--- src/verilog/read_datapath_settings.svh ---
// Fixed for a two-group half-rate DDR3 read path; FIFO depth must not exceed 2**RD_FIFO_AW
`ifndef READ_DATAPATH_SETTINGS_SVH
`define READ_DATAPATH_SETTINGS_SVH

// ****************************************************************************
// Interface geometry
// ****************************************************************************

// Read DQS groups on the interface
`define RD_DQS_GROUPS 2
// DQ bits captured by one DQS group
`define RD_DQ_PER_GROUP 8
// Half rate gives four memory time slots per AFI clock
`define RD_SLOTS 4

// ****************************************************************************
// Resynchronisation FIFO and latency shifter
// ****************************************************************************

// Entries per group FIFO, and the pointer width that addresses them
`define RD_FIFO_DEPTH 8
`define RD_FIFO_AW 3
// Length of the read-enable history, so the largest usable latency is 31
`define RD_MAX_LATENCY 32
`define RD_LAT_CNT_W 5

// ****************************************************************************
// Termination override window
// ****************************************************************************

// Memory read latency in memory clocks
`define RD_MEM_T_RL 7
// Window start is (RD_MEM_T_RL - 4) / 2 when RD_MEM_T_RL > 4, else 0
`define RD_OCT_ON_DELAY 1
// Window end is (RD_MEM_T_RL + 6) / 2, counted in AFI cycles
`define RD_OCT_OFF_DELAY 6

`endif

--- src/verilog/read_datapath_pkg.sv ---
// Word layouts assume the geometry in the settings header; no run-time resizing is possible
`include "read_datapath_settings.svh"

package read_datapath_pkg;

	// One DQS group's bits in one time slot
	typedef logic [`RD_DQ_PER_GROUP-1:0] dq_group_t;

	// All time slots of one group, slot 0 in the lowest byte
	typedef dq_group_t [`RD_SLOTS-1:0] group_word_t;

	// A full AFI word; the same shape is used slot-major on the AFI side
	// and group-major on the DDIO and sequencer sides
	typedef dq_group_t [`RD_SLOTS*`RD_DQS_GROUPS-1:0] afi_word_t;

	// Read latency select from the sequencer
	typedef logic [`RD_LAT_CNT_W-1:0] lat_cnt_t;

	// Pointer into one resynchronisation FIFO
	typedef logic [`RD_FIFO_AW-1:0] fifo_addr_t;

	// History of read-enable requests, bit 0 is the most recent
	typedef logic [`RD_MAX_LATENCY-1:0] lat_hist_t;

	// Request history for the termination window, bit 0 is the live request
	typedef logic [`RD_OCT_OFF_DELAY:0] oct_hist_t;

endpackage

--- src/verilog/read_capture_group.sv ---
// Single clock domain; a capture on the cycle after a sequencer FIFO reset writes a stale address
`timescale 1ns/1ns
`include "read_datapath_settings.svh"

module read_capture_group
(
	input  logic                           pll_afi_clk,
	input  logic                           reset_n_afi_clk,
	input  logic                           capture_valid_i,
	input  logic                           seq_read_fifo_reset_i,
	input  read_datapath_pkg::group_word_t ddio_group_i,
	output logic                           wr_en_o,
	output read_datapath_pkg::fifo_addr_t  wr_addr_o,
	output read_datapath_pkg::group_word_t wr_data_o
);

	import read_datapath_pkg::*;

	// Write-side copy of the sequencer FIFO reset
	logic fifo_reset_r;
	// Next entry to be written by a capture
	fifo_addr_t wr_ptr;

	// The sequencer reset reaches the write pointer one cycle after the
	// read pointer, so the write side sees it as a registered pulse
	always_ff @(posedge pll_afi_clk or negedge reset_n_afi_clk)
	begin
		if (!reset_n_afi_clk)
		begin
			fifo_reset_r <= 1'b0;
		end
		else
		begin
			fifo_reset_r <= seq_read_fifo_reset_i;
		end
	end

	// Write pointer moves once per captured word and wraps at the FIFO depth
	always_ff @(posedge pll_afi_clk or negedge reset_n_afi_clk)
	begin
		if (!reset_n_afi_clk)
		begin
			wr_ptr <= '0;
		end
		else if (fifo_reset_r)
		begin
			wr_ptr <= '0;
		end
		else if (capture_valid_i)
		begin
			wr_ptr <= (wr_ptr == fifo_addr_t'(`RD_FIFO_DEPTH - 1)) ? '0 : wr_ptr + 1'b1;
		end
	end

	// The capture strobe is the write strobe, so a word sampled at an edge
	// is stored at that same edge
	assign wr_en_o   = capture_valid_i;
	assign wr_addr_o = wr_ptr;
	assign wr_data_o = ddio_group_i;

endmodule

--- src/verilog/read_fifo_group.sv ---
// No full or empty detection; the sequencer must keep pops behind captures and within depth
`timescale 1ns/1ns
`include "read_datapath_settings.svh"

module read_fifo_group
(
	input  logic                           pll_afi_clk,
	input  logic                           reset_n_afi_clk,
	input  logic                           seq_read_fifo_reset_i,
	input  logic                           wr_en_i,
	input  read_datapath_pkg::fifo_addr_t  wr_addr_i,
	input  read_datapath_pkg::group_word_t wr_data_i,
	input  logic                           rd_en_i,
	output read_datapath_pkg::group_word_t rd_data_o
);

	import read_datapath_pkg::*;

	// Flop storage, one captured word per entry
	group_word_t fifo_mem [`RD_FIFO_DEPTH];
	// Next entry to be released to the AFI
	fifo_addr_t rd_ptr;

	// ************************************************************************
	// Write side
	// ************************************************************************

	// Address and strobe come from the capture group of the same DQS group
	always_ff @(posedge pll_afi_clk)
	begin
		if (wr_en_i)
		begin
			fifo_mem[wr_addr_i] <= wr_data_i;
		end
	end

	// ************************************************************************
	// Read side
	// ************************************************************************

	// The raw sequencer reset clears the read pointer at once, a cycle
	// ahead of the write pointer
	always_ff @(posedge pll_afi_clk or negedge reset_n_afi_clk)
	begin
		if (!reset_n_afi_clk)
		begin
			rd_ptr <= '0;
		end
		else if (seq_read_fifo_reset_i)
		begin
			rd_ptr <= '0;
		end
		else if (rd_en_i)
		begin
			rd_ptr <= (rd_ptr == fifo_addr_t'(`RD_FIFO_DEPTH - 1)) ? '0 : rd_ptr + 1'b1;
		end
	end

	// Output register holds the last popped word until the next pop
	// This register lines up with the registered read valid
	always_ff @(posedge pll_afi_clk)
	begin
		if (rd_en_i)
		begin
			rd_data_o <= fifo_mem[rd_ptr];
		end
	end

endmodule

--- src/verilog/read_latency_selector.sv ---
// Latency select must stay below RD_MAX_LATENCY and be stable while reads are in flight
`timescale 1ns/1ns
`include "read_datapath_settings.svh"

module read_latency_selector
(
	input  logic                        pll_afi_clk,
	input  logic                        reset_n_afi_clk,
	input  logic                        afi_rdata_en_full_i,
	input  read_datapath_pkg::lat_cnt_t seq_read_latency_counter_i,
	output logic                        read_enable_o,
	output logic                        afi_rdata_valid_o
);

	import read_datapath_pkg::*;

	// Bit n is set when a request was seen n+1 edges ago
	lat_hist_t latency_shifter;

	// ************************************************************************
	// Request history
	// ************************************************************************

	// One request per AFI cycle enters at bit 0 and ages by one per edge
	always_ff @(posedge pll_afi_clk or negedge reset_n_afi_clk)
	begin
		if (!reset_n_afi_clk)
		begin
			latency_shifter <= '0;
		end
		else
		begin
			latency_shifter <= {latency_shifter[`RD_MAX_LATENCY-2:0], afi_rdata_en_full_i};
		end
	end

	// ************************************************************************
	// Tap and valid
	// ************************************************************************

	// The tap picked by the sequencer is registered into the FIFO pop
	// A request at edge k pops all groups at edge k+L+2
	// The valid register sits beside the FIFO output registers, so data
	// and valid leave on the same edge
	always_ff @(posedge pll_afi_clk or negedge reset_n_afi_clk)
	begin
		if (!reset_n_afi_clk)
		begin
			read_enable_o     <= 1'b0;
			afi_rdata_valid_o <= 1'b0;
		end
		else
		begin
			read_enable_o     <= latency_shifter[seq_read_latency_counter_i];
			afi_rdata_valid_o <= read_enable_o;
		end
	end

endmodule

--- src/verilog/oct_window.sv ---
// Window bounds are fixed for RD_MEM_T_RL of 7; one override bit serves all DQS groups
`timescale 1ns/1ns
`include "read_datapath_settings.svh"

module oct_window
(
	input  logic pll_afi_clk,
	input  logic reset_n_afi_clk,
	input  logic afi_rdata_en_full_i,
	output logic force_oct_off_o
);

	import read_datapath_pkg::*;

	// Past requests, bit 0 holds the request of the previous edge
	logic [`RD_OCT_OFF_DELAY-1:0] rdata_en_r;
	// Live request joined to its history, bit n is the request n edges back
	oct_hist_t rdata_en_shifter;

	assign rdata_en_shifter = {rdata_en_r, afi_rdata_en_full_i};

	// Termination stays enabled (override low) while any request between
	// the on and off delays is still in the history
	// Outside a read burst the override is high and termination is forced off
	always_ff @(posedge pll_afi_clk or negedge reset_n_afi_clk)
	begin
		if (!reset_n_afi_clk)
		begin
			rdata_en_r      <= '0;
			force_oct_off_o <= 1'b0;
		end
		else
		begin
			rdata_en_r      <= rdata_en_shifter[`RD_OCT_OFF_DELAY-1:0];
			force_oct_off_o <= ~(|rdata_en_shifter[`RD_OCT_OFF_DELAY:`RD_OCT_ON_DELAY]);
		end
	end

endmodule

--- src/verilog/read_datapath.sv ---
// All groups pop together on one read enable; captures per group are free-running on their strobe
`timescale 1ns/1ns
`include "read_datapath_settings.svh"

module read_datapath
(
	input  logic                         pll_afi_clk,
	input  logic                         reset_n_afi_clk,
	input  read_datapath_pkg::afi_word_t ddio_phy_dq_i,
	input  logic [`RD_DQS_GROUPS-1:0]    capture_valid_i,
	input  logic [`RD_DQS_GROUPS-1:0]    seq_read_fifo_reset_i,
	input  logic                         afi_rdata_en_full_i,
	input  read_datapath_pkg::lat_cnt_t  seq_read_latency_counter_i,
	output read_datapath_pkg::afi_word_t afi_rdata_o,
	output read_datapath_pkg::afi_word_t phy_mux_read_fifo_q_o,
	output logic                         afi_rdata_valid_o,
	output logic                         force_oct_off_o
);

	import read_datapath_pkg::*;

	// Common pop strobe for every group FIFO
	logic read_enable;

	// ************************************************************************
	// Release timing
	// ************************************************************************

	read_latency_selector latency_sel_i
	(
		.pll_afi_clk                (pll_afi_clk),
		.reset_n_afi_clk            (reset_n_afi_clk),
		.afi_rdata_en_full_i        (afi_rdata_en_full_i),
		.seq_read_latency_counter_i (seq_read_latency_counter_i),
		.read_enable_o              (read_enable),
		.afi_rdata_valid_o          (afi_rdata_valid_o)
	);

	oct_window oct_window_i
	(
		.pll_afi_clk         (pll_afi_clk),
		.reset_n_afi_clk     (reset_n_afi_clk),
		.afi_rdata_en_full_i (afi_rdata_en_full_i),
		.force_oct_off_o     (force_oct_off_o)
	);

	// ************************************************************************
	// Per-group capture and resynchronisation
	// ************************************************************************

	for (genvar g = 0; g < `RD_DQS_GROUPS; g++)
	begin : group_gen
		logic        wr_en;
		fifo_addr_t  wr_addr;
		group_word_t wr_data;
		group_word_t ddio_group;
		group_word_t rd_word;

		// DDIO bus is group-major: D1_T3 .. D1_T0, D0_T3 .. D0_T0
		// The AFI bus is slot-major: T3_D1, T3_D0 .. T0_D1, T0_D0
		// The sequencer copy keeps the group-major order of the DDIO bus
		for (genvar s = 0; s < `RD_SLOTS; s++)
		begin : slot_gen
			assign ddio_group[s]                           = ddio_phy_dq_i[g*`RD_SLOTS + s];
			assign afi_rdata_o[s*`RD_DQS_GROUPS + g]       = rd_word[s];
			assign phy_mux_read_fifo_q_o[g*`RD_SLOTS + s]  = rd_word[s];
		end

		read_capture_group capture_i
		(
			.pll_afi_clk           (pll_afi_clk),
			.reset_n_afi_clk       (reset_n_afi_clk),
			.capture_valid_i       (capture_valid_i[g]),
			.seq_read_fifo_reset_i (seq_read_fifo_reset_i[g]),
			.ddio_group_i          (ddio_group),
			.wr_en_o               (wr_en),
			.wr_addr_o             (wr_addr),
			.wr_data_o             (wr_data)
		);

		read_fifo_group fifo_i
		(
			.pll_afi_clk           (pll_afi_clk),
			.reset_n_afi_clk       (reset_n_afi_clk),
			.seq_read_fifo_reset_i (seq_read_fifo_reset_i[g]),
			.wr_en_i               (wr_en),
			.wr_addr_i             (wr_addr),
			.wr_data_i             (wr_data),
			.rd_en_i               (read_enable),
			.rd_data_o             (rd_word)
		);
	end

endmodule

--- config.mk ---
export PLATFORM = sky130hd
export DESIGN_NAME = read_datapath
export DESIGN_NICKNAME = d
export VERILOG_FILES = /design/src/verilog/read_datapath_pkg.sv /design/src/verilog/read_capture_group.sv /design/src/verilog/read_fifo_group.sv /design/src/verilog/read_latency_selector.sv /design/src/verilog/oct_window.sv /design/src/verilog/read_datapath.sv
export VERILOG_INCLUDE_DIRS = /design/src /design/src/verilog
export SDC_FILE = /design/constraint.sdc
export NUM_CORES = 1
export LEC_CHECK = 0
export BUFFER_PORTS_ARGS = -buffer_cell sky130_fd_sc_hd__buf_2
export CAP_MARGIN = 0
export CORE_MARGIN = 2
export CORE_UTILIZATION = 25
export DETAILED_ROUTE_END_ITERATION = 16
export PLACE_DENSITY = 0.41
export SYNTH_ARGS = -nofsm -noshare
export SYNTH_HDL_FRONTEND = slang
export SYNTH_SLANG_ARGS = --single-unit
--- constraint.sdc ---
create_clock -name pll_afi_clk -period 3.22 [get_ports pll_afi_clk]
set_clock_uncertainty 0.2 [all_clocks]
set_input_delay 0.322 -clock pll_afi_clk [delete_from_list [all_inputs] [get_ports pll_afi_clk]]
set_output_delay 0.322 -clock pll_afi_clk [all_outputs]
set_load 0.01 [all_outputs]
**After elaboration in Yosys (flattened, before gate mapping)**

Memories as Yosys holds them, arrays and structs flattened. A register that Yosys moved wholly into a read port is not among the register bits.
Index checks and enable logic that the tools add are counted.

- Flip-flop bits (word level): 55
- RAM bits: 512
- Input port bits: 76
- Output and inout port bits: 130
- Word-level logic and storage cells: 46
- Memories: 2

Memory list:

| memory | depth | bits a word | read ports | clocked after Yosys merged registers in | write ports | RTL line | text |
|---|---|---|---|---|---|---|---|
| group_gen[0].fifo_i.fifo_mem | 8 | 32 | 1 | 1 | 1 | read_fifo_group.sv:20 | `` group_word_t fifo_mem [`RD_FIFO_DEPTH]; `` |
| group_gen[1].fifo_i.fifo_mem | 8 | 32 | 1 | 1 | 1 | read_fifo_group.sv:20 |  |

- Add/subtract/negate cells: 4
- Magnitude comparators: 1
- Eq/ne operators: 4
- Muxes and demuxes: 18
- Bitwise logic cells: 1
- Reduce and logical (&&, ||, !) cells: 5

Operators with widths:

| operator | count |
|---|---|
| 2-to-1 mux 3 bit | 12 |
| adder 3 x 1 -> 3 bit, second input constant | 4 |
| equality test 3 bit, second input constant | 4 |
| nonzero test 2 bit | 4 |
| less-than comparator 5 x 6 -> 1 bit, second input constant | 1 |
| OR reduction 6 bit | 1 |
| binary-select mux 1 bit (select 5 bit) | 1 |
| 2-to-1 mux 1 bit | 5 |
| NOT 1 bit | 1 |

**Logic depth before layout (Yosys ltp)**

Gate-level depths: netlist of the first run.

- Word-level depth: 4
- Mapped depth: 7
- Depth with buffers taken out: 5

**By module**

Synthesis of the first run repeated with hierarchy kept, for this count alone.

- Cells, all modules: 1097
- Area, all modules: 24313.3 um^2

By module, submodules not included:

| module | times used | cells an instance | area an instance (um^2) | seq. area each (um^2) |
|---|---|---|---|---|
| read_fifo_group at group_gen[1].fifo_i | 1 | 427 | 10809.1 | 8723.4 |
| read_fifo_group at group_gen[0].fifo_i | 1 | 428 | 10796.6 | 8723.4 |
| read_latency_selector | 1 | 75 | 1176.1 | 850.8 |
| read_capture_group | 2 | 47 | 429.2 | 100.1 |
| read_datapath | 1 | 64 | 480.5 | 0.0 |
| oct_window | 1 | 9 | 192.7 | 175.2 |

**Worst setup path before layout of the first run**

No wires, ideal clock.

- Path kind: input to register
- Start point: input port capture_valid_i[1]
- End point: memory group_gen[1].fifo_i.fifo_mem[0][0] in the netlist's numbering (enable)
- Setup time: 0.461 ns
- Arrival time: 2.888 ns
- Data required time: 2.559 ns
- Path slack: -0.329 ns
- Stages on the path: 3
- Buffers on the path: 1
- Path through: clkbuf_1 -> nand2b_1 -> nor3_1

- Cells in the longest elaborated chain, start to end: 2

Ends and longest elaborated chain:

| what | RTL line | text |
|---|---|---|
| start, declared | read_datapath.sv:10 | `` input logic [`RD_DQS_GROUPS-1:0] capture_valid_i, `` |
| 2-to-1 mux 1 bit | read_fifo_group.sv:31 | `if (wr_en_i)` |
| 2-to-1 mux 1 bit (implied by the code) | read_fifo_group.sv:33 | `fifo_mem[wr_addr_i] <= wr_data_i;` |
| end, declared | read_fifo_group.sv:20 |  |

No other way between the ends.

==> results of run 1 <==
[critical path, cell delays in order (launching register included)]
cell	delay [ns]
dfrtp_4	0.86
buf_4	0.39
mux4_2	0.54
mux2_2	0.28
[cell families (layout without fill, tap and decap cells)]
kind of cell               after synthesis  count (layout)  share of synthesized area
muxes                                  216             216                      0.164
DFF                                    625             625                      0.784
other                                    0               1                          0
buffers and inverters                  104             450                     0.0319
xor gates and xnor gates                 1               1                   0.000371
AOI/OAI and AO/OA                       12              12                    0.00329
and+or+nand+nor                         60              60                     0.0121
adders and majority gates                8               8                    0.00424
[power groups by stage]
stage	sequential (mW)	combinational, mW	clock (mW)
floorplan	9.65	1.09	0
global placement	9.70	1.62	0
detailed placement	9.71	1.63	0
CTS	9.54	1.71	8.68
global route	9.57	1.81	9.00
finish	9.52	1.66	8.39
[metal layers]
metal	vias to the layer above	GRT usage	part of all wire
met3	73	0.0239	0.048
met4	4	0.0363	0.020
li1	4752	-	-
met5	-	0	0.00052
met1	5716	0.135	0.43
met2	251	0.187	0.50
[layout make-up]
type                    instances  area [sq um]  area share
repair buffers                313          2200      0.0754
flip-flops and latches        625         18500       0.634
clock buffers                  88          1950      0.0665
diodes                          1          2.50   0.0000855
multi-input cells             297          4470       0.153
well taps                    1254          1570      0.0536
clock inverters                49           523      0.0179
[sequential cells by signal, indices dropped and copies added (netlist names)]
signal	flops
group_gen.fifo_i.rd_ptr	6
group_gen.fifo_i.rd_data_o	64
group_gen.capture_i.wr_addr_o	6
latency_sel_i.afi_rdata_valid_o	1
group_gen.fifo_i.fifo_mem	512
oct_window_i.force_oct_off_o	1
group_gen.capture_i.fifo_reset_r	2
latency_sel_i.read_enable_o	1
latency_sel_i.latency_shifter	27
oct_window_i.rdata_en_r	5
[layout by cell type, fill, tap and decap left out, types with 12 or more instances in the layout]
cell           synthesis  layout
mux2_2                64      64
edfxtp_1             576     576
mux4_2               123     123
buf_4                 69      21
clkinv_1               0      14
dlygate4sd3_1          0      72
dfrtp_1               49      43
nor2_4                 0      12
clkbuf_16              0      75
buf_12                 2      15
nor2_1                25      13
buf_2                  6     205
mux2i_1               24      24
[through the flow]
step | power [mW] | util | setup slack [ns] | std cells | area [sq um]
floorplan | 10.7 | - | 0.527 | 1026 | 23600
finish | 19.6 | 0.313 | 0.665 | 2627 | 29300
global placement | 11.3 | 0.279 | 0.607 | 2417 | 26100
CTS | 19.9 | 0.313 | 0.597 | 2626 | 29300
global route | 20.4 | 0.313 | 0.520 | 2627 | 29300
detailed placement | 11.3 | 0.279 | 0.595 | 2417 | 26100
[final timing paths]
path | to | slack (ns) | cells after the start
worst max-delay path | group_gen[0].fifo_i.rd_data_o[4]$_DFFE_PP_ | 0.67 | 3
worst min-delay path | latency_sel_i.latency_shifter[28]$_DFF_PN0_ | 0.05 | 2
worst max register to register | group_gen[0].fifo_i.rd_data_o[4]$_DFFE_PP_ | 0.67 | 3
worst min register to register | latency_sel_i.latency_shifter[13]$_DFF_PN0_ | 0.16 | 0
max in group asynchronous | group_gen[0].fifo_i.rd_ptr[0]$_DFFE_PN0P_ | 2.10 | 3
min in group pll_afi_clk | oct_window_i.rdata_en_r[0]$_DFF_PN0_ | 0.15 | 2
==> metrics, run 1 <==
outcome=finished clean; Ports=206; Worst Max-Slew Pin Slew=0.692 ns; Seq pwr share=0.487; drt drc=0; Area Overhead vs Synth=23.9%; Synth area leaders=edfxtp_1, mux4_2, dfrtp_1, mux2_2, buf_4; hold_buf cts=72; clock group share of total power=0.429; CP Capture Type=flip-flop; power per cell area=669 nW/um^2; Initial Util=0.253; Worst EP required=3.40 ns; layout cells sized above 1=0.410; gp weighted congestion=0.678; Post-synth EDFFs=576; Sum Neg Setup Slack=0 ns; row count=112; RSZ-0062 raised after global routing=no; origin of the worst setup path=group_gen[0].fifo_i.rd_ptr[0]$_DFFE_PN0P_; pin count of the biggest net entering global routing=37; Worst Path Arrival=2.73 ns; post-CTS resize count=0; crit path max fanout=32; WS Path Type=reg -> reg; setup bufs post-CTS=0; Initial DRC Count=713; Synth Instances=1026; routed vias/inst=4.11; #FFs+latches synth=625; number of global-route vias before repair=11500; CTS tree=done; syn avg cell area=23.0 sq um; WHS=0.0457 ns; fillers=9051; Die Wd=311 um; Net Sw Frac=0.230; Max Clk Rate=391 MHz; Nets=1395; HP Class=in -> async; most frequent cell after synthesis=edfxtp_1; Max transition margin=0.539; Routed Antenna Nets=0; GRT overflow=0; commonest cells in the netlist=edfxtp_1, mux4_2, buf_4; Core Footprint=93500 sq um; crit start category=flip-flop; Setup-failing EPs final=0; Pleak=9.68 nW; gr usage total=0.109; worst vdd ir=0.426 mV; H-tree levels=3; Final Cycle Share=0.793; clock root buffer=clkbuf_16; Synth cell types=29; Slew Limit Fails=0; total number of vias=10800; global-route wire length before repair=77500 um; Synth Net Count=1110; dpl hpwl=28600 um; Avg WL per Cell=19.9 um; Hold Fails Final Rpt=0; switching pwr=4.50 mW; Seq/Total Area, Yosys=0.784; Die Area=96900 sq um; first-pass iteration count of the detailed router=4; Clk pin slew, worst setup/hold paths=0.06 ns; Internal Power=15.1 mW; # clock sinks=625; Cell Area, Synth=23600 sq um; Chip Height=311 um; Comb pwr share=0.085; Synth top area share=0.733; Final min period=2.55 ns; Synth area leader=edfxtp_1; asr flop ratio synth=0.0784; initial antenna violation count=3; yosys warns=0; CTS Buf Count=74; RR Startpoint=group_gen[0].fifo_i.rd_ptr[0]$_DFFE_PN0P_; predominant post-synthesis flop cell=edfxtp_1; max-cap violations=0; IO Port Bufs=205; final wirelength=52300 um; Worst-Skew Late Latency=0.64 ns; worst-case clock buffer depth=3
Note: power is estimated with default switching activity, not from simulation.
==> inputs of run 2 (changes only) <==
ABC_AREA = 1   (was default)
PLACE_DENSITY = 0.4   (was 0.41)
clock period = 2.59 ns   (was 3.22 ns; I/O delays follow)
==> run 2 against run 1 <==
Compared with the run above: routed wire length up 21%; critical path type unchanged; flip-flop and latch count unchanged; via count up 36%; largest cell class unchanged.
==> metrics, run 2 <==
max reg flops=512 (unchanged); Overall Power=24.3 mW (+24%); initial antenna violation count=7 (+4); Top reg by flops=group_gen.fifo_i.fifo_mem; Worst-Skew Late Latency=0.62 ns (-0.02 ns); Synth cell types=22 (-24%); global-route wire length before repair=94300 um (+22%); Synth top area share=0.710 (-0.0223); worst path cell trace=nand2_1, nand3_1, nand3_1, nand2_1, nand2_1, nand2_1, nand2_1, dlygate4sd3_1, nand2_1, dlygate4sd3_1; worst vdd ir=0.472 mV (+11%); dpl hpwl=33400 um (+17%); first-pass iteration count of the detailed router=5 (+1); dpl cells=3216 (+33%); commonest non-fill, non-tap cells in the layout=edfxtp_1, nor2_1, nand2_1; Synth area leader=edfxtp_1; layout cells sized above 1=0.183 (-0.226); Max transition margin=0.587 (+0.0477); CTS tree=done; Clk pin slew, worst setup/hold paths=0.06 ns (about the same); Die Wd=316 um (+1.5%); Worst EP required=2.88 ns (-0.52 ns); row count=114 (+1.8%); Die Area=99900 sq um (+3.1%); non-filler cells, final=3425 (+30%); Max Clk Rate=432 MHz (+10%); most used cell along the critical path=nand2_1; Initial Util=0.252 (-0.000414); Core Footprint=96600 sq um (+3.3%); worst-case clock buffer depth=3 (unchanged); Worst Max-Slew Pin Slew=0.620 ns (-0.0716 ns); total number of vias=14700 (+36%); Nets=2174 (+56%); Worst Path Arrival=2.60 ns (-0.13 ns); Final min period=2.31 ns (-0.240 ns); number of global-route vias before repair=14700 (+28%); Worst path top cell family by delay=buffers and inverters; HP Class=in -> reg; crit start category=flip-flop; #FFs+latches synth=625 (unchanged); WP buf/inv=2 (+1); outcome=finished clean; Seq/Total Area, Yosys=0.761 (-0.0239); RSZ-0062 raised after global routing=no; clock root buffer=clkbuf_16; Post-synth EDFFs=576 (unchanged); Synth Instances=1848 (+80%); crit path max fanout=2 (-94%); most common cell after layout, fill and taps aside=edfxtp_1; pin count of the biggest net entering global routing=75 (+100%); max incr delay on CP=0.56 ns (-0.30 ns); CP Capture Type=flip-flop; Final Cycle Share=0.894 (+0.100); Area Overhead vs Synth=22.6%; yosys warns=0 (unchanged); max-cap violations=0 (unchanged); Cell Area, Synth=24400 sq um (+3.1%); Initial DRC Count=962 (+35%); gr usage total=0.126 (+0.0177); predominant post-synthesis flop cell=edfxtp_1; Slew Limit Fails=0 (unchanged); GRT overflow=0 (unchanged); Pleak=10.5 nW (+8.6%); commonest cells in the netlist=edfxtp_1, nor2_1, nand2_1; Synth Net Count=1932 (+74%); WS Path Type=reg -> reg; most frequent cell after synthesis=edfxtp_1; syn avg cell area=13.2 sq um (-43%); largest registers=group_gen.fifo_i.fifo_mem x512, group_gen.fifo_i.rd_data_o x64, latency_sel_i.latency_shifter x27; Slowest-stage cell, CP=dlygate4sd3_1; fillers=9594 (+6.0%); Synth area leaders=edfxtp_1, nor2_1, dfrtp_1, o21ai_0, nand2_1; Routed Antenna Nets=0 (unchanged); CTS Buf Count=74 (unchanged); gp weighted congestion=0.702 (+3.5%); Chip Height=316 um (+1.5%); Hold Fails Final Rpt=0 (unchanged); WHS=0.0914 ns (+0.0457 ns); Avg WL per Cell=18.5 um (-7.0%); post-CTS resize count=0 (unchanged); IO Port Bufs=205 (unchanged); H-tree levels=3 (unchanged); drt drc=0 (unchanged); Ports=206 (unchanged); asr flop ratio synth=0.0784 (unchanged); setup bufs post-CTS=0 (unchanged); # clock sinks=625 (unchanged); routed vias/inst=4.29 (+4.5%); final wirelength=63400 um (+21%); Setup-failing EPs final=0 (unchanged); power per cell area=814 nW/um^2 (+22%)
[run 2: repair_timing]
| item | CTS | global route |
|---|---|---|
| endpoints found under the setup margin | 0 | 1 |
| hold buffers | 75 | 0 |
| endpoints found under the hold margin | 577 | 0 |
[run 2: final timing paths]
path / startpoint / endpoint / slack (ns) / depth (start not counted)
worst max-delay path: latency_sel_i.latency_shifter[29]$_DFF_PN0_ / latency_sel_i.read_enable_o$_DFF_PN0_ / 0.28 / 10
worst min-delay path: afi_rdata_en_full_i / oct_window_i.rdata_en_r[0]$_DFF_PN0_ / 0.09 / 2
worst max register to register: latency_sel_i.latency_shifter[29]$_DFF_PN0_ / latency_sel_i.read_enable_o$_DFF_PN0_ / 0.28 / 10
worst min register to register: latency_sel_i.latency_shifter[12]$_DFF_PN0_ / latency_sel_i.latency_shifter[13]$_DFF_PN0_ / 0.17 / 0
max in group asynchronous: reset_n_afi_clk / latency_sel_i.read_enable_o$_DFF_PN0_ / 1.07 / 4
min in group asynchronous: reset_n_afi_clk / group_gen[0].fifo_i.rd_ptr[0]$_DFFE_PN0P_ / 0.52 / 3
[run 2: per-layer routing]
layer,global-route usage,share of wire,vias to the layer above
li1,-,-,7022
met1,0.159,0.44,7227
met2,0.215,0.49,341
met3,0.0260,0.047,112
met4,0.0447,0.027,8
met5,0,0.00080,-
[run 2: cell families (layout without fill, tap and decap cells)]
group,Yosys count,count (layout),share of synthesized area
other,0,1,0
adder cells (fa/ha/maj),8,8,0.00411
AND/OR/NAND/NOR,631,631,0.0997
AO/OA/AOI/OAI,395,395,0.0845
buffers and inverters,189,489,0.0512
flip-flops,625,625,0.761
[run 2: cell type report]
type	instances	area, sq um	area share
Multi-Input combinational cell	1034	4700	0.158
Inverter	25	96.3	0.00323
Tap cell	1276	1600	0.0535
Clock inverter	40	424	0.0142
Sequential cell	625	18500	0.621
Antenna cell	1	2.50	0.0000838
Clock buffer	94	1980	0.0662
Timing Repair Buffer	330	2510	0.0842
[run 2: power by group]
part           leakage [nW]  internal, mW  switching (mW)
clock                  1.18          6.13            4.15
combinational          3.48         0.785            1.52
sequential             5.85          11.5           0.210
total                  10.5          18.4            5.88
[run 2: worst reg2reg max path, delay by kind of cell (launching register included)]
kind	cells	cell delay [ns]
AND/OR/NAND/NOR	8	0.53
buffers and inverters	2	1.10
flip-flops	1	0.38
[run 2: per-stage QoR]
step | utilization | setup WS, ns | setup TNS (ns) | cell area, sq um
after floorplan | - | -0.108 | -13.88 | 24400
after global placement | 0.277 | 0.638 | 0 | 26700
after detailed placement | 0.277 | 0.604 | 0 | 26700
after CTS | 0.309 | 0.0772 | 0 | 29900
after global routing | 0.309 | 0.134 | 0 | 29800
final | 0.309 | 0.276 | 0 | 29800
==> inputs of run 3 (changes only) <==
CORE_UTILIZATION = 28   (was 25)
PLACE_DENSITY = 0.43   (was 0.4)
==> run 3 against run 2 <==
Compared with the run above: flip-flop and latch count unchanged; maximum frequency increased by 0.76%; hold slack improved by 0.0082 ns; critical path type unchanged; largest cell class unchanged.
==> metrics, run 3 (same netlist as run 2, synthesis figures left out) <==
Cells on Worst Hold Path=2 (unchanged); power per cell area=808 nW/um^2 (-0.77%); H-tree levels=3 (unchanged); Area Overhead vs Synth=21.4%; CTS tree=done; gp weighted congestion=0.725 (+3.3%); WS Path Type=reg -> reg; Worst Max-Slew Pin Slew=0.704 ns (+0.0838 ns); gr usage total=0.135 (+0.00843); # clock sinks=625 (unchanged); R2R depth=10 (unchanged); Worst-Skew Late Latency=0.60 ns (-0.02 ns); global-route wire length before repair=91600 um (-2.8%); initial antenna violation count=3 (-4); setup bufs post-CTS=0 (unchanged); routed vias/inst=4.45 (+3.5%); Worst EP required=2.87 ns (about the same); dpl hpwl=32000 um (-4.0%); total number of vias=14700 (-0.39%); Hold Fails Final Rpt=0 (unchanged); ANT cells=0 (-1); Slew Limit Fails=0 (unchanged); GRT overflow=0 (unchanged); Initial DRC Count=996 (+3.5%); Max Clk Rate=435 MHz (+0.76%); HP Class=in -> reg; Top reg by flops=group_gen.fifo_i.fifo_mem; Setup-failing EPs final=0 (unchanged); CP Capture Type=flip-flop; row count=108 (-5.3%); Worst Path Arrival=2.58 ns (-0.02 ns); Pleak=10.5 nW (-0.57%); Ports=206 (unchanged); Final Cycle Share=0.887 (-0.00676); worst vdd ir=0.431 mV (-8.8%); Clk pin slew, worst setup/hold paths=0.06 ns (about the same); drt drc=0 (unchanged); Util after Layout=0.342 (+0.0326); largest registers=group_gen.fifo_i.fifo_mem x512, group_gen.fifo_i.rd_data_o x64, latency_sel_i.latency_shifter x27; commonest non-fill, non-tap cells in the layout=edfxtp_1, nor2_1, nand2_1; Die Wd=299 um (-5.4%); Final min period=2.30 ns (-0.0175 ns); Chip Height=299 um (-5.4%); max-cap violations=0 (unchanged); final wirelength=60600 um (-4.5%); RSZ-0062 raised after global routing=no; WHS=0.0996 ns (+0.00820 ns); first-pass iteration count of the detailed router=5 (unchanged); Max transition margin=0.531 (-0.0558); Initial Util=0.282 (+0.0294); layout cells sized above 1=0.182 (-0.00118); CTS Buf Count=73 (-1.4%); fillers=8499 (-11%); pin count of the biggest net entering global routing=85 (+13%); Avg WL per Cell=18.4 um (-0.71%); Routed Antenna Nets=0 (unchanged); Die Area=89400 sq um (-11%); crit path max fanout=2 (unchanged); Nets=2173 (-0.046%); max reg flops=512 (unchanged); Multi-input gate area=4700 sq um (unchanged); IO Port Bufs=205 (unchanged); most common cell after layout, fill and taps aside=edfxtp_1; crit start category=flip-flop; outcome=finished clean; clock root buffer=clkbuf_16; worst-case clock buffer depth=3 (unchanged); Core Footprint=86500 sq um (-10%); register area=18500 sq um (unchanged); number of global-route vias before repair=14500 (-1.7%)
run 3: where the power goes:
group | switching, mW | internal [mW]
clock | 4.08 | 5.82
sequential | 0.219 | 11.5
combinational | 1.48 | 0.772
total | 5.78 | 18.1
run 3: path summary, 6_finish.rpt:
check                           slack [ns]                                           to                                         from
worst min-delay path                   0.1         oct_window_i.rdata_en_r[0]$_DFF_PN0_                          afi_rdata_en_full_i
worst min register to register        0.17  latency_sel_i.latency_shifter[24]$_DFF_PN0_  latency_sel_i.latency_shifter[23]$_DFF_PN0_
worst max-delay path                  0.29        latency_sel_i.read_enable_o$_DFF_PN0_  latency_sel_i.latency_shifter[17]$_DFF_PN0_
max in group asynchronous             1.54    group_gen[1].fifo_i.rd_ptr[0]$_DFFE_PN0P_                              reset_n_afi_clk
min in group asynchronous             0.12         oct_window_i.rdata_en_r[0]$_DFF_PN0_                              reset_n_afi_clk
worst max register to register        0.29        latency_sel_i.read_enable_o$_DFF_PN0_  latency_sel_i.latency_shifter[17]$_DFF_PN0_
run 3: what timing repair did:
| item | in CTS | in global routing |
|---|---|---|
| hold buffers | 73 | 0 |
| resized for setup | 0 | 0 |
| hold endpoints to repair | 577 | 0 |
run 3: cell type report:
class	count	share of cell area
Inverter	25	0.00326
Timing Repair Buffer	330	0.0837
Sequential cell	625	0.627
Tap cell	1155	0.0489
Clock buffer	88	0.0652
Clock inverter	38	0.0127
Multi-Input combinational cell	1034	0.159
run 3: routing by layer:
metal  GRT usage  part of all wire  vias to the layer above
met3      0.0253             0.042                      110
met1       0.173              0.44                     7212
met2       0.229              0.49                      306
li1            -                 -                     7019
met4      0.0433             0.024                        6
met5           0           0.00063                        -
run 3: through the flow:
step                power, mW  std cells  setup TNS [ns]  setup slack (ns)  cell area, sq um
floorplan                13.4       1848          -13.88            -0.108             24400
global placement         14.1       3096               0             0.628             26500
detailed placement       14.1       3096               0             0.615             26500
CTS                      24.3       3295               0             0.308             29600
global route             24.9       3295               0             0.153             29600
finish                   23.9       3295               0             0.293             29600
run 3: critical path: stages, from the launching register on:
cell and delay [ns]:
dfrtp_1 0.37, nand2_1 0.06, nand3_1 0.08, nand3_1 0.10, nand2_1 0.06, nand2_1 0.06, nand2_1 0.06, nand2_1 0.05
dlygate4sd3_1 0.54, nand2_1 0.05, dlygate4sd3_1 0.54
